### src/design/beam_pkg.sv
package beam_pkg;

    // array geometry: four antenna channels, four sample slots in every beat
    localparam int num_channels = 4;
    localparam int samples_per_beat = 4;

    // signed input sample and Q1.7 weight, so 1.0 is 128 and -1.0 is -128
    localparam int sample_width = 8;
    localparam int weight_width = 9;
    localparam int weight_frac_bits = 7;

    // one complex multiply needs 17 bits, and the sum of two products needs 18
    localparam int product_width = 18;
    localparam int weighted_width = 16;

    // four weighted samples summed need 18 bits before the divide by four
    localparam int sum_width = 18;
    localparam int sum_shift = 2;
    localparam int out_sample_width = 16;

    // sign extension widths used to widen operands before the arithmetic
    localparam int sample_pad = product_width - sample_width;
    localparam int weight_pad = product_width - weight_width;
    localparam int weighted_pad = sum_width - weighted_width;

    // half an LSB at each rounding point, which gives round half up
    localparam logic signed [product_width-1:0] mult_round =
        {{(product_width - weight_frac_bits){1'b0}}, 1'b1, {(weight_frac_bits - 1){1'b0}}};
    localparam logic signed [sum_width-1:0] sum_round =
        {{(sum_width - sum_shift){1'b0}}, 1'b1, {(sum_shift - 1){1'b0}}};

    // bus widths, with channel as the outer index and slot as the inner one
    localparam int in_part_width = num_channels * samples_per_beat * sample_width;
    localparam int weighted_part_width = num_channels * samples_per_beat * weighted_width;
    localparam int out_part_width = samples_per_beat * out_sample_width;
    localparam int weight_bus_width = num_channels * weight_width;

    // the beat FIFO between the multiplier and the summer
    localparam int fifo_depth = 4;
    localparam int fifo_addr_width = 2;

endpackage
### src/design/channel_summer.sv
`timescale 1ns/1ps

module channel_summer (
    input  logic                                     clock,
    input  logic                                     resetn,
    input  logic                                     queued_valid,
    output logic                                     queued_ready,
    input  logic [beam_pkg::weighted_part_width-1:0] queued_real,
    input  logic [beam_pkg::weighted_part_width-1:0] queued_imag,
    input  logic                                     queued_last,
    output logic                                     out_valid,
    input  logic                                     out_ready,
    output logic [beam_pkg::out_part_width-1:0]      out_real,
    output logic [beam_pkg::out_part_width-1:0]      out_imag,
    output logic                                     out_last
);

    logic                                queued_transfer;
    logic [beam_pkg::out_part_width-1:0] next_real;
    logic [beam_pkg::out_part_width-1:0] next_imag;

    // a held output beat blocks the FIFO until the outside takes it
    assign queued_ready = !out_valid || out_ready;
    assign queued_transfer = queued_valid && queued_ready;

    // per slot, add the four channels and divide by four with half up rounding
    always_comb begin
        int in_base;
        logic signed [beam_pkg::sum_width-1:0] acc_real;
        logic signed [beam_pkg::sum_width-1:0] acc_imag;
        logic signed [beam_pkg::sum_width-1:0] round_real;
        logic signed [beam_pkg::sum_width-1:0] round_imag;

        next_real = '0;
        next_imag = '0;
        for (int s = 0; s < beam_pkg::samples_per_beat; s++) begin
            acc_real = '0;
            acc_imag = '0;
            for (int c = 0; c < beam_pkg::num_channels; c++) begin
                in_base = (c * beam_pkg::samples_per_beat + s) * beam_pkg::weighted_width;
                acc_real = acc_real + {{beam_pkg::weighted_pad{
                    queued_real[in_base + beam_pkg::weighted_width - 1]}},
                    queued_real[in_base +: beam_pkg::weighted_width]};
                acc_imag = acc_imag + {{beam_pkg::weighted_pad{
                    queued_imag[in_base + beam_pkg::weighted_width - 1]}},
                    queued_imag[in_base +: beam_pkg::weighted_width]};
            end
            round_real = (acc_real + beam_pkg::sum_round) >>> beam_pkg::sum_shift;
            round_imag = (acc_imag + beam_pkg::sum_round) >>> beam_pkg::sum_shift;
            next_real[s * beam_pkg::out_sample_width +: beam_pkg::out_sample_width] =
                round_real[beam_pkg::out_sample_width-1:0];
            next_imag[s * beam_pkg::out_sample_width +: beam_pkg::out_sample_width] =
                round_imag[beam_pkg::out_sample_width-1:0];
        end
    end

    always_ff @(posedge clock) begin
        if (!resetn) begin
            out_valid <= 1'b0;
            out_last <= 1'b0;
        end else if (queued_transfer) begin
            out_valid <= 1'b1;
            out_last <= queued_last;
        end else if (out_ready) begin
            out_valid <= 1'b0;
        end
    end

    // the sums stay put while out_ready is low
    always_ff @(posedge clock) begin
        if (queued_transfer) begin
            out_real <= next_real;
            out_imag <= next_imag;
        end
    end

endmodule

### config.mk
export PLATFORM = sky130hd
export DESIGN_NAME = channel_summer
export DESIGN_NICKNAME = d
export VERILOG_FILES = /design/src/design/beam_pkg.sv /design/src/design/channel_summer.sv
export SDC_FILE = /design/constraint.sdc
export NUM_CORES = 1
export LEC_CHECK = 0
export ABC_CLOCK_PERIOD_IN_PS = 13860
export BUFFER_PORTS_ARGS = -buffer_cell sky130_fd_sc_hd__buf_2
export CORE_AREA = 2 2 254 256
export DETAILED_ROUTE_END_ITERATION = 10
export DIE_AREA = 0 0 256 258
export GPL_ROUTABILITY_DRIVEN = 0
export GPL_TIMING_DRIVEN = 0
export SYNTH_ARGS = -nofsm -noshare
export SYNTH_HDL_FRONTEND = slang
export SYNTH_SLANG_ARGS = --single-unit
### constraint.sdc
create_clock -name clock -period 13.86 [get_ports clock]
set_input_delay 2.772 -clock clock [delete_from_list [all_inputs] [get_ports clock]]
set_output_delay 2.772 -clock clock [all_outputs]
set_load 0.005 [all_outputs]
# Word-level counts from Yosys, hierarchy flattened

Index checks and enable logic that the tools add are counted.
W data, S select, Z words.

Output and inout port bits: 131
Flip-flop bits (word level): 130
Word-level logic and storage cells: 42

Muxes and demuxes: 2
$add $sub $neg: 32
Reductions and logical operators: 4

Operators with widths:

| operator                | count |
|---|---|
| $add A17 B16 Y18        | 8 |
| $add A18 B18 Y18        | 8 |
| $add A18 B3 Y18 const B | 8 |
| $add A16 B16 Y17        | 8 |
| $mux W1                 | 2 |
| $reduce_bool A2 Y1      | 1 |
| $logic_and A1 B1 Y1     | 1 |
| $logic_not A1 Y1        | 1 |
| $logic_or A1 B1 Y1      | 1 |

# Depth between registers and ports, before layout

Word-level depth: 4
Gate-level depth with buffers: 13
Mapped depth without buffers: 12

# Worst setup path after synthesis

No wires, ideal clock.

Path type: input-to-reg
From: input out_ready
To: register out_last
Stages on the path: 4
Setup slack: 7.377 ns
Library setup time: 0.128 ns
Path buffers: 0
Required time: 13.732 ns
Arrival: 6.355 ns
Path through: nand2b_1 -> and2_1 -> mux2i_1 -> nor2b_1

Cells in the longest elaborated chain, start to end: 2

Ends and longest elaborated chain:

| what                      | line                 | RTL |
|---|---|---|
| start: declaration        | channel_summer.sv:12 | `input logic out_ready,` |
| $logic_or A1 B1 Y1        | channel_summer.sv:23 | `assign queued_ready = !out_valid \|\| out_ready;` |
| $logic_and A1 B1 Y1       | channel_summer.sv:24 | `assign queued_transfer = queued_valid && queued_ready;` |
| named net queued_transfer | channel_summer.sv:18 | `logic queued_transfer;` |
| end signal: assignment    | channel_summer.sv:63 | `out_last <= queued_last;` |
| end: declaration          | channel_summer.sv:15 | `output logic out_last` |

The timed path passes the listed nets, and every way through them passes these cells.
A chain may end at the register's enable or synchronous reset.

# Worst setup path in the final report

From: input out_ready
To: output queued_ready

Cells in the longest elaborated chain, start to end: 1

Ends and longest elaborated chain:

| what               | line                 | RTL |
|---|---|---|
| $logic_or A1 B1 Y1 | channel_summer.sv:23 |  |
| end: declaration   | channel_summer.sv:7  | `output logic queued_ready,` |

Every way passes these cells.

==> impl_metrics.json <==
{
  "outcome": "finished clean",
  "via_per_inst": 4.00,
  "worstSetupPathType": "in -> out",
  "hold_buffers": 0,
  "cts_buffers": 17,
  "synth_top_area_frac": 0.301,
  "peakVddDrop_uv": 89.9,
  "max_freq_mhz": 169,
  "die_x_um": 256,
  "holdPathEnd": "out_valid$_SDFFE_PN0P_",
  "vias": 13400,
  "row_count": 93,
  "synth_edf_count": 128,
  "grt_setup_unrepaired": "false",
  "period_share": 0.427,
  "holdCritPathClass": "reg -> reg",
  "coreArea_um2": 63600,
  "slew_headroom": 0.559,
  "drive_gt1_frac": 0.277,
  "antenna_found_initial": 2,
  "tritoncts_num_sinks": 130,
  "yosys_warnings": 0,
  "r2r_setup_slack_ns": 12.35,
  "ys_seq_area_frac": 0.228,
  "place_area_um2": 21400,
  "die_h_um": 258,
  "r2r_end": "out_real[6]$_DFFE_PP_",
  "synth_area_um2": 17000,
  "cts_tree": "yes",
  "yosys-top-cells-area": "fa_1 30%, edfxtp_1 23%, inv_1 17%",
  "grt_overflow": 0,
  "synth_fp_nets": 2726,
  "io_buffers": 647,
  "grt_max_degree": 60,
  "hold_viol": 0,
  "async_flop_share": 0,
  "ys_types": 61,
  "htreeDepth": 4,
  "first_pass_iters": 5,
  "drt_iter0_drc": 359,
  "ios": 648,
  "period_minus_slack_ns": 5.92,
  "p_per_area_nw_per_um2": 131,
  "dp.cells": 3321,
  "worst_slew_pin_slew_ns": 0.661,
  "rr_worst_depth": 3,
  "ys_top_cells_by_count": "749 x inv_1, 256 x fa_1, 136 x ha_1, 128 x edfxtp_1, 70 x nor2_1",
  "grt_pass1_wl_um": 72400,
  "wirelength_um": 46000,
  "hold_ws_ns": 0.527,
  "syn_avg_cell_area_um2": 9.36,
  "clock_skew_ns": 0.00493,
  "clkLatencyLatePin_ns": 0.47,
  "nets": 3394,
  "cap_viol_max_count": 0,
  "drv_slew": 0,
  "routedWlPerCell_um": 13.7,
  "cts.repair.resized": 0,
  "drc": 0,
  "hpwl_um": 41400,
  "clk_pin_slew_worst_paths_ns": 0.06,
  "r2r_start": "out_valid$_SDFFE_PN0P_",
  "leakage_nw": 12.4,
  "synth_flop_cell": "edfxtp_1",
  "design_area_um2": 22000,
  "min_from": "out_valid$_SDFFE_PN0P_",
  "whs_path_depth": 2,
  "start_kind": "input port",
  "dieArea_um2": 66000,
  "grtUsageTotal": 0.142,
  "cp_data_arrival_time_ns": 3.15,
  "ys_ff_latch": 130,
  "final_antenna_net_count": 0,
  "crit_path_max_fanout": 3,
  "area_growth_pct": 29.2,
  "clockRootBuffer": "clkbuf_16",
  "syn_inst": 1817,
  "setup_viol": 0,
  "yosysMostFrequentCell": "inv_1",
  "required_ns": 11.09,
  "setup_tns_ns": 0,
  "cts.path.max_buffers": 2,
  "start_util": 0.267,
  "grt_pass1_vias": 14000,
  "yosys.area.top_type": "fa_1",
  "end_kind": "output port",
  "fin_cells": 3355,
  "cts_setup_buffers": 0
}
==> report_power, final <==
part / internal, W / switching [W] / leakage, nW / total, W
Sequential: 0.000691 / 0.0000378 / 1.25 / 0.000729
Clock: 0.000270 / 0.000208 / 0.286 / 0.000478
Combinational: 0.000754 / 0.000929 / 10.9 / 0.00168
Total: 0.00172 / 0.00117 / 12.4 / 0.00289
==> kinds of logic (layout without fill, tap and decap cells) <==
logic type | Yosys count | after routing | share of synthesized area
flip-flops | 130 | 130 | 0.228
AO/OA/AOI/OAI | 216 | 216 | 0.0844
multiplexers | 2 | 2 | 0.00118
other | 0 | 2 | 0
XOR/XNOR | 109 | 109 | 0.0561
buffers and inverters | 751 | 1432 | 0.166
adder cells (fa/ha/maj) | 392 | 392 | 0.401
AND/OR/NAND/NOR | 217 | 217 | 0.0632
==> state kept, by name (all words and copies together), names as in the netlist <==
register and flops:
out_imag 64, out_last 1, out_real 64, out_valid 1
==> cell usage in the layout (no fill, tap or decap), types with 4 or more instances in the layout <==
master / count
a211o_1: 4
a211oi_1: 9
a21o_1: 29
a21oi_1: 68
a31oi_1: 13
and3_1: 14
and3b_1: 4
buf_2: 647
clkbuf_16: 17
edfxtp_1: 128
fa_1: 256
ha_1: 136
inv_1: 749
inv_6: 6
nand2_1: 36
nand2b_1: 5
nand3_1: 20
nand4_1: 8
nand4b_1: 4
nor2_1: 70
nor2b_1: 13
nor3_1: 25
o21a_1: 18
o21ai_0: 15
o21ai_1: 15
o21bai_1: 9
or3_1: 5
xnor2_1: 69
xor2_1: 40
==> per-layer routing <==
layer	part of all wire	wire length, um	global-route usage
met5	0.00028	13	0
met4	0.023	1070	0.0499
met1	0.42	19300	0.170
met2	0.50	23100	0.247
met3	0.055	2550	0.0360
==> final cells by class <==
| cell class | count | area, um^2 |
|---|---|---|
| tap | 855 | 1070 |
| buffer | 2 | 7.51 |
| clock inverter | 15 | 171 |
| timing repair buffer | 649 | 3290 |
| inverter | 749 | 2810 |
| antenna | 2 | 5.00 |
| sequential | 130 | 3880 |
| clock buffer | 17 | 425 |
| multi-input combinational | 936 | 10300 |
| fill | 6651 | 41700 |
==> how the worst max path moves through the flow <==
stage | from | end | slack (ns) | cells after the start
finish | out_ready | queued_ready | 7.94 | 3
detailed placement | queued_real[0] | out_real[11]$_DFFE_PP_ | 7.41 | 14
CTS | out_ready | queued_ready | 7.94 | 3
global route | queued_real[0] | out_real[11]$_DFFE_PP_ | 7.71 | 14
global placement | out_ready | out_last$_SDFFE_PN0P_ | 5.26 | 5
floorplan | out_ready | out_last$_SDFFE_PN0P_ | 7.38 | 4
==> worst max-delay path, cell delays in order <==
cell and delay (ns):
buf_2 0.09, nand2b_1 0.15, buf_2 0.13
==> stage by stage <==
| stage | worst slack [ns] | total power [W] | utilization |
|---|---|---|---|
| 4_1_cts | 7.94 | 0.00295 | 0.345 |
| 6_report | 7.94 | 0.00289 | 0.345 |
| 5_1_grt | 7.71 | 0.00318 | 0.345 |
| 3_5_place_dp | 7.41 | 0.00244 | 0.336 |
| 3_3_place_gp | 5.26 | 0.00243 | 0.335 |
| 2_1_floorplan | 7.38 | 0.00185 | - |
No activity file was read; power rests on OpenSTA's default activity.
