File: src/design/beam_pkg.sv
package beam_pkg;

    // array geometry: four antenna channels, four sample slots in every beat
    localparam int num_channels = 4;
    localparam int samples_per_beat = 4;

    // signed input sample and Q1.7 weight, so 1.0 is 128 and -1.0 is -128
    localparam int sample_width = 8;
    localparam int weight_width = 9;
    localparam int weight_frac_bits = 7;

    // one complex multiply needs 17 bits, and the sum of two products needs 18
    localparam int product_width = 18;
    localparam int weighted_width = 16;

    // four weighted samples summed need 18 bits before the divide by four
    localparam int sum_width = 18;
    localparam int sum_shift = 2;
    localparam int out_sample_width = 16;

    // sign extension widths used to widen operands before the arithmetic
    localparam int sample_pad = product_width - sample_width;
    localparam int weight_pad = product_width - weight_width;
    localparam int weighted_pad = sum_width - weighted_width;

    // half an LSB at each rounding point, which gives round half up
    localparam logic signed [product_width-1:0] mult_round =
        {{(product_width - weight_frac_bits){1'b0}}, 1'b1, {(weight_frac_bits - 1){1'b0}}};
    localparam logic signed [sum_width-1:0] sum_round =
        {{(sum_width - sum_shift){1'b0}}, 1'b1, {(sum_shift - 1){1'b0}}};

    // bus widths, with channel as the outer index and slot as the inner one
    localparam int in_part_width = num_channels * samples_per_beat * sample_width;
    localparam int weighted_part_width = num_channels * samples_per_beat * weighted_width;
    localparam int out_part_width = samples_per_beat * out_sample_width;
    localparam int weight_bus_width = num_channels * weight_width;

    // the beat FIFO between the multiplier and the summer
    localparam int fifo_depth = 4;
    localparam int fifo_addr_width = 2;

endpackage
File: src/design/beat_fifo.sv
`timescale 1ns/1ps

module beat_fifo (
    input  logic                                     clock,
    input  logic                                     resetn,
    input  logic                                     weighted_valid,
    output logic                                     weighted_ready,
    input  logic [beam_pkg::weighted_part_width-1:0] weighted_real,
    input  logic [beam_pkg::weighted_part_width-1:0] weighted_imag,
    input  logic                                     weighted_last,
    output logic                                     queued_valid,
    input  logic                                     queued_ready,
    output logic [beam_pkg::weighted_part_width-1:0] queued_real,
    output logic [beam_pkg::weighted_part_width-1:0] queued_imag,
    output logic                                     queued_last
);

    logic [beam_pkg::weighted_part_width-1:0] real_mem [beam_pkg::fifo_depth];
    logic [beam_pkg::weighted_part_width-1:0] imag_mem [beam_pkg::fifo_depth];
    logic                                     last_mem [beam_pkg::fifo_depth];
    logic [beam_pkg::fifo_addr_width-1:0]     wr_ptr;
    logic [beam_pkg::fifo_addr_width-1:0]     rd_ptr;
    logic [beam_pkg::fifo_addr_width:0]       count;
    logic                                     full;
    logic                                     push;
    logic                                     pop;

    // depth is a power of two, so the count only reaches its top bit when full
    assign full = count[beam_pkg::fifo_addr_width];
    assign queued_valid = (count != '0);
    assign pop = queued_valid && queued_ready;

    // a full FIFO still takes a beat when the oldest one leaves in the same cycle
    assign weighted_ready = !full || pop;
    assign push = weighted_valid && weighted_ready;

    // oldest entry comes straight out of the storage registers
    assign queued_real = real_mem[rd_ptr];
    assign queued_imag = imag_mem[rd_ptr];
    assign queued_last = last_mem[rd_ptr];

    always_ff @(posedge clock) begin
        if (push) begin
            real_mem[wr_ptr] <= weighted_real;
            imag_mem[wr_ptr] <= weighted_imag;
            last_mem[wr_ptr] <= weighted_last;
        end
    end

    // pointers wrap on their own since the depth fills the address range
    always_ff @(posedge clock) begin
        if (!resetn) begin
            wr_ptr <= '0;
            rd_ptr <= '0;
            count <= '0;
        end else begin
            if (push) begin
                wr_ptr <= wr_ptr + 1'b1;
            end
            if (pop) begin
                rd_ptr <= rd_ptr + 1'b1;
            end
            case ({push, pop})
                2'b10: count <= count + 1'b1;
                2'b01: count <= count - 1'b1;
                default: count <= count;
            endcase
        end
    end

endmodule

File: config.mk
export PLATFORM = sky130hd
export DESIGN_NAME = beat_fifo
export DESIGN_NICKNAME = d
export VERILOG_FILES = /design/src/design/beam_pkg.sv /design/src/design/beat_fifo.sv
export SDC_FILE = /design/constraint.sdc
export NUM_CORES = 1
export LEC_CHECK = 0
export BUFFER_PORTS_ARGS = -buffer_cell sky130_fd_sc_hd__buf_2
export CELL_PAD_IN_SITES_DETAIL_PLACEMENT = 2
export CELL_PAD_IN_SITES_GLOBAL_PLACEMENT = 2
export CORE_ASPECT_RATIO = 1.25
export CORE_MARGIN = 10
export CORE_UTILIZATION = 39
export CTS_BUF_LIST = sky130_fd_sc_hd__clkbuf_4 sky130_fd_sc_hd__clkbuf_8
export CTS_CLUSTER_SIZE = 25
export DETAILED_ROUTE_END_ITERATION = 6
export GPL_TIMING_DRIVEN = 0
export PLACE_DENSITY = 0.82
export SYNTH_ARGS = -nofsm -noshare
export SYNTH_HDL_FRONTEND = slang
export SYNTH_SLANG_ARGS = --single-unit
File: constraint.sdc
create_clock -name clock -period 17.99 [get_ports clock]
set_input_delay 2.6985 -clock clock [delete_from_list [all_inputs] [get_ports clock]]
set_output_delay 2.6985 -clock clock [all_outputs]
set_load 0.02 [all_outputs]
# Yosys cells after proc, flatten, opt, wreduce, memory -nomap -nowiden
# Memories as Yosys holds them, arrays and structs flattened. A register that Yosys moved wholly into a read port is not among the register bits.
# Index checks and enable logic that the tools add are counted.
# totals
ram_bits	2052
mem_count	3
input_bits	517
latch_bits	0
register_bits	7
romBits	0
# mem_list
memory	depth	width	read_ports	rd_clocked_by_memory_dff	write_ports	line_no	text
imag_mem	4	256	1	1	1	beat_fifo.sv:19	logic [beam_pkg::weighted_part_width-1:0] imag_mem [beam_pkg::fifo_depth];
real_mem	4	256	1	1	1	beat_fifo.sv:18	logic [beam_pkg::weighted_part_width-1:0] real_mem [beam_pkg::fifo_depth];
last_mem	4	1	1	1	1	beat_fifo.sv:20	logic last_mem [beam_pkg::fifo_depth];
# op_classes
n_addsub	4
n_eq_ne	2
n_mux	9
n_shift	0
mul	0
div	0
bitwise_logic	0
magnitude_cmp	0
reduce_logical	6
# ops
operator	n
$mux 2	6
$pmux 3 s2	1
$add 2x1->2 const B	2
$add 3x1->3 const B	1
$reduce_bool 3->1	1
$sub 3x1->3 const B	1
$eq 2x1->1 const B	1
$eq 2x2->1 const B	1
$logic_and 1x1->1	2
$mux 1	2
$reduce_bool 2->1	1
$logic_not 1->1	1
$logic_or 1x1->1	1

# Logic depth before layout (Yosys ltp)
# Gate-level depths: netlist of the first run.
# depth
word_depth	6
ltp_mapped	9
depth_no_buf	9

# Worst setup path before layout of the first run
# Ideal clock, no wire load.
# synth_path
path_type	input -> register
startpoint	in queued_ready
endpoint	mem imag_mem[0][0] (netlist bit) (enable)
t_required_ns	17.040
setup_time_ns	0.950
path_stages	3
path_buffers	0
path_slack_ns	2.359
arrival_time_ns	14.681
cell_sequence	nor2b_1 > inv_1 > and3_1
# synth_via
elab_chain_len	5
# synth_rtl
element	line_no	text
from (decl)	beat_fifo.sv:12	input logic queued_ready,
$logic_and 1x1->1	beat_fifo.sv:31	assign pop = queued_valid && queued_ready;
$logic_or 1x1->1	beat_fifo.sv:34	assign weighted_ready = !full || pop;
net weighted_ready	beat_fifo.sv:7	output logic weighted_ready,
$logic_and 1x1->1	beat_fifo.sv:35	assign push = weighted_valid && weighted_ready;
$mux 1	beat_fifo.sv:43	if (push) begin
$mux 1 (not written as such)	beat_fifo.sv:45	imag_mem[wr_ptr] <= weighted_imag;
to (decl)	beat_fifo.sv:19	
# The timed path passes the listed nets, and every way through them passes these cells.

==> out/summary.txt, run 1 <==
flops & latches, synth = 2061
adder and majority cell fraction of the synthesized area = 0.001108
cts bufs inserted = 339
CP peak stage delay = 0.56 ns
min-delay src = count[2]
GP Congestion = 0.7770
min cycle time layout = 6.678 ns
post-layout util = 0.4763
Rows = 179
port bufs = 1031
Max-Cap Viols = 0
Final Non-Filler Cells = 7005
Post-CTS Resized = 0
crit path cell chain = buf_2 -> clkbuf_1 -> buf_8 -> buf_2 -> mux4_2 -> buf_2
top-count cell post-synth = edfxtp_1
Hold Crit Class = reg -> reg
Tot GR Track Use = 0.2529
power density over cell area = 148.5 mW/mm²
Worst-Skew Late Latency = 1.10 ns
io pins = 1032
Final ANT Viol Nets = 0
largest family of logic cells by synthesized area = multiplexers
routed len/inst = 38.48 µm
Worst Setup EP = queued_imag[117]
violated checks = design-rule violations
ranking of synthesized cells by area = edfxtp_1 (83%), mux4_2 (16%), buf_6 (0.79%), buf_2 (0.33%), dfxtp_1 (0.24%)
fin nets = 4670
Max clock buf depth = 4
Syn Std Cell Area = 0.07453 mm²
Max Fanout on Critical Path = 10
period utilization = 0.3712
Simple-Gate Fraction of Synth Area = 0.001074
Fin Setup TNS = 0 ns
top_reg_cell synth = edfxtp_1
CTS Hold Bufs = 0
WS Path Type = reg -> out
die height = 508.7 µm
Setup Skew = 0.1016 ns
Total Power = 0.01345 W
H-tree depth = 5
Worst Reg-to-Reg Cells = 7
Synth-to-Final Area Change = 21.52%
FFs w/ async S/R, synth = 0
fillers = 16520
count of synthesis-stage warnings from yosys = 0
via/cell ratio = 5.519
fin. max-slew vios = 0
DR iter-0 viols = 4702
Hold WS = 0.6074 ns
placed insts = 6340
post-synthesis compound-gate area fraction = 0.0007051
most frequent CP cell = buf_2
Initial Util = 0.3919
GRT overflow = 0
DR DRC count = 2
CTS tree = done
Synth top area share = 0.8268
via count = 38660
# setup viols final = 0
Seq/Total Area, Yosys = 0.8292
CP required = 15.29 ns
RSZ-0062 raised after global routing = false
Synth top cells by count = edfxtp_1 (2052), mux4_2 (513), buf_6 (52), buf_2 (49), dfxtp_1 (9)
final WL = 269.5 mm
leak pwr = 30.22 nW
slowest CP cell = mux4_2
Unique masters post-synth = 23
fmax = 149.7 MHz
Worst slew margin = 0.2597
share of layout cells above drive strength 1 = 0.5007
full die area = 0.2091 mm²
initial antenna violation count = 130
post-DP HPWL = 180.5 mm
launching point of the worst reg2reg path = count[2]
r2r setup slk = 14.57 ns
first-pass GRT wire length = 370.0 mm
largest net degree at the start of global routing = 57
outcome = finished, violations left
Die Span X = 411.0 µm
syn nets = 3254
Avg Inst Size Synth = 27.29 µm²
maximum vdd drop = 0.1071 mV
CTS sink cnt = 2061
CP Capture Type = output pin
CP Launch Type = flip-flop
Core ar. = 0.1901 mm²
Pre-Repair DR Iteration Count = 7
clk slew on worst S/H paths = 0.06 ns
Setup Fix Bufs, Post-CTS = 0
Post-Synth XOR/XNOR Area = 0.0004701
via count of the first global-routing pass = 42660
CTS root buf = clkbuf_8
worst slew pin tran = 1.111 ns
final hold violations = 0
Synth area leader = edfxtp_1
Post-synth EDFFs = 2052
reg2reg end = imag_mem[2][68]
Worst EP arrival = 3.98 ns
Synth Instances = 2731
post-synthesis mux area share = 0.1550
per-stage QoR:
step	setup slack [ns]	instance area, µm²
2_1_floorplan	2.359	74530
3_3_place_gp	-8.131	82860
3_5_place_dp	11.83	84040
4_1_cts	11.02	90380
5_1_grt	11.16	90430
6_report	11.31	90560
critical path, delay by kind of cell, from the launching register on:
family	cells	cell delay [ns]
mux	1	0.56
flops	1	0.30
buf+inv	5	2.04
worst min path at each step:
stage	end	slack, ns	cells after the start
floorplan	count[2]	0.48	2
global placement	wr_ptr[0]	0.50	2
detailed placement	flip-flop	0.56	2
CTS	count[2]	0.61	2
global route	count[2]	0.64	2
finish	count[2]	0.61	2
cell families after synthesis:
group	after synthesis
compound gates	9
xor+xnor	4
fa+ha+maj	6
buf+inv	122
flops	2061
mux	513
simple gates	16
area by class of cell:
| cell class | count | area, µm² | area share |
|---|---|---|---|
| antenna | 75 | 187.7 | 0.002072 |
| inverter | 8 | 30.03 | 0.0003316 |
| sequential | 2061 | 61800 | 0.6824 |
| clock buffer | 440 | 5449 | 0.06017 |
| timing repair buffer | 1075 | 6321 | 0.06980 |
| clock inverter | 150 | 887.1 | 0.009795 |
| tap | 2534 | 3171 | 0.03501 |
| multi-input combinational | 548 | 11820 | 0.1306 |
| buffer | 114 | 894.6 | 0.009878 |
power breakdown:
part,internal (W),total (W),switching [W]
clock,0.00209,0.00407,0.00198
combinational,0.00135,0.00364,0.00228
sequential,0.00562,0.00574,0.000115
total,0.00907,0.0134,0.00438
sequential cells by signal, summed over array words and instances, names as in the netlist, named ones only:
signal,flops
count,3
imag_mem,1024
real_mem,1024
rd_ptr,2
wr_ptr,2
last_mem,4
metal layers:
layer	vias to the layer above	track usage	part of all wire
li1	14950	-	-
met5	-	0	0.0028
met3	539	0.1055	0.12
met2	2298	0.4368	0.51
met4	116	0.08408	0.032
met1	20760	0.2813	0.34
placed cells by master, fill, tap and decap left out, types with 7 or more instances in the layout:
master,n
buf_6,52
buf_16,38
inv_1,8
clkinv_2,43
diode_2,75
clkinvlp_4,10
bufinv_16,8
mux4_2,513
dfxtp_1,9
clkinv_1,86
clkbuf_1,7
clkbuf_8,343
edfxtp_1,2052
buf_2,1080
clkbuf_4,97
(Power assumes the default switching activity.)
==> inputs of run 2 (changes only) <==
- PLACE_DENSITY: 0.82 -> 0.84
- clock period: 17.99 -> 6 ns (I/O delays scaled with it)
==> out/summary.txt, run 2 (synthesis gave the netlist of run 1 again) <==
first-pass GRT wire length = 431.3 mm (+17%)
min cycle time layout = 5.283 ns
clk slew on worst S/H paths = 0.07 ns (about the same)
post-DP HPWL = 183.8 mm (+1.8%)
CP Capture Type = output pin
WS Path Type = reg -> out
Synth-to-Final Area Change = 28.11%
outcome = finished clean
Die Span X = 411.0 µm (unchanged)
routed len/inst = 43.21 µm (+12%)
maximum vdd drop = 0.3093 mV (+190%)
Worst-Skew Late Latency = 1.13 ns (+0.03 ns)
H-tree depth = 5 (unchanged)
Max clock buf depth = 4 (unchanged)
power density over cell area = 440.7 mW/mm² (+200%)
Worst slew margin = 0.1609 (-0.09876)
GRT overflow = 0 (unchanged)
Fin Setup TNS = 0 ns (unchanged)
CTS sink cnt = 2061 (unchanged)
r2r setup slk = 2.97 ns (-11.60 ns)
Hold Crit Class = in -> reg
fin nets = 5149 (+10%)
cts bufs inserted = 341 (+0.59%)
Initial Util = 0.3919 (unchanged)
largest net degree at the start of global routing = 57 (unchanged)
final worst slack = 0.7169 ns (-10.59 ns)
via/cell ratio = 5.856 (+6.1%)
leak pwr = 32.27 nW (+6.8%)
most frequent cells in the layout = edfxtp_1 (2052), buf_2 (1080), mux4_2 (513)
reg2reg end = real_mem[0][240]
leading cell type in the layout, fill and taps excluded = edfxtp_1
Max Fanout on Critical Path = 10 (unchanged)
die height = 508.7 µm (unchanged)
launching point of the worst reg2reg path = count[2]
via count of the first global-routing pass = 46270 (+8.4%)
final WL = 324.1 mm (+20%)
period utilization = 0.8805
pre-CTS setup slack = 1.789 ns (-10.04 ns)
final hold violations = 0 (unchanged)
Worst Setup EP = queued_imag[114]
CTS root buf = clkbuf_8
Pre-Repair DR Iteration Count = 6 (-1)
DR iter-0 viols = 6323 (+34%)
initial antenna violation count = 102 (-22%)
Top Registers = imag_mem (1024), real_mem (1024), last_mem (4)
Post-CTS Resized = 0 (unchanged)
CP required = 5.10 ns (-10.19 ns)
Setup Skew = 0.1085 ns (+0.006905 ns)
Worst EP arrival = 4.38 ns (+0.40 ns)
Setup Fix Bufs, Post-CTS = 0 (unchanged)
Worst Reg-to-Reg Cells = 6 (-1)
io pins = 1032 (unchanged)
Tot GR Track Use = 0.2977 (+0.04480)
full die area = 0.2091 mm² (unchanged)
RSZ-0062 raised after global routing = false
GP Congestion = 0.7561 (-2.7%)
Core ar. = 0.1901 mm² (unchanged)
worst slew pin tran = 1.259 ns (+0.1481 ns)
Rows = 179 (unchanged)
CTS tree = done
fin. max-slew vios = 0 (unchanged)
DR DRC count = 0 (-2)
CTS Hold Bufs = 477 (+477)
share of layout cells above drive strength 1 = 0.4533 (-0.04733)
# setup viols final = 0 (unchanged)
Max-Cap Viols = 0 (unchanged)
fmax = 189.3 MHz
via count = 43930 (+14%)
Final ANT Viol Nets = 0 (unchanged)
port bufs = 1031 (unchanged)
CP Launch Type = flip-flop
[run 2: critical path: stages, from the launching register on]
cell      delay (ns)
dfxtp_1         0.33
buf_2           0.56
clkbuf_1        0.99
buf_2           0.65
mux4_2          0.50
buf_2           0.24
[run 2: power by group]
group	total (W)	switching (W)	internal (W)
Sequential	0.0173	0.000465	0.0169
Clock	0.0132	0.00679	0.00640
Combinational	0.0116	0.00729	0.00427
Total	0.0421	0.0145	0.0275
[run 2: layout make-up]
| class | count | area [µm²] |
|---|---|---|
| multi-input cells | 548 | 11820 |
| well taps | 2534 | 3171 |
| fillers | 16240 | 94670 |
| plain buffers | 114 | 894.6 |
| repair buffers | 1552 | 11120 |
| clock buffers | 452 | 5583 |
| diodes | 102 | 255.2 |
| clock inverters | 131 | 797.0 |
| flip-flops and latches | 2061 | 61800 |
| inverters | 8 | 30.03 |
[run 2: how the worst min path moves through the flow]
stage                                  start                to  slack [ns]  depth (start not counted)
after global routing      weighted_real[168]  real_mem[0][168]        0.04                          1
after floorplan                     count[2]          count[2]        0.48                          2
after CTS                  weighted_imag[61]   imag_mem[1][61]      0.0008                          1
after detailed placement           rd_ptr[1]         flip-flop        0.53                          2
final                      weighted_imag[61]   imag_mem[1][61]        0.08                          1
after global placement             rd_ptr[1]         flip-flop        0.50                          2
[run 2: layer usage]
metal	part of all wire	track usage
met1	0.34	0.3462
met4	0.044	0.1161
met5	0.0011	0
met2	0.50	0.5072
met3	0.11	0.1006
[run 2: metrics by stage]
stage / power (W) / hold slack (ns) / util / cell area, µm² / instances
after floorplan: 0.02399 / 0.4831 / - / 74530 / 2731
after global placement: 0.02793 / 0.5022 / 0.4358 / 82860 / 6296
final: 0.04208 / 0.08007 / 0.5021 / 95480 / 7502
after detailed placement: 0.02822 / 0.5267 / 0.4421 / 84070 / 6340
after global routing: 0.04307 / 0.03516 / 0.5015 / 95350 / 7452
after CTS: 0.04110 / 0.0007889 / 0.5008 / 95220 / 7400
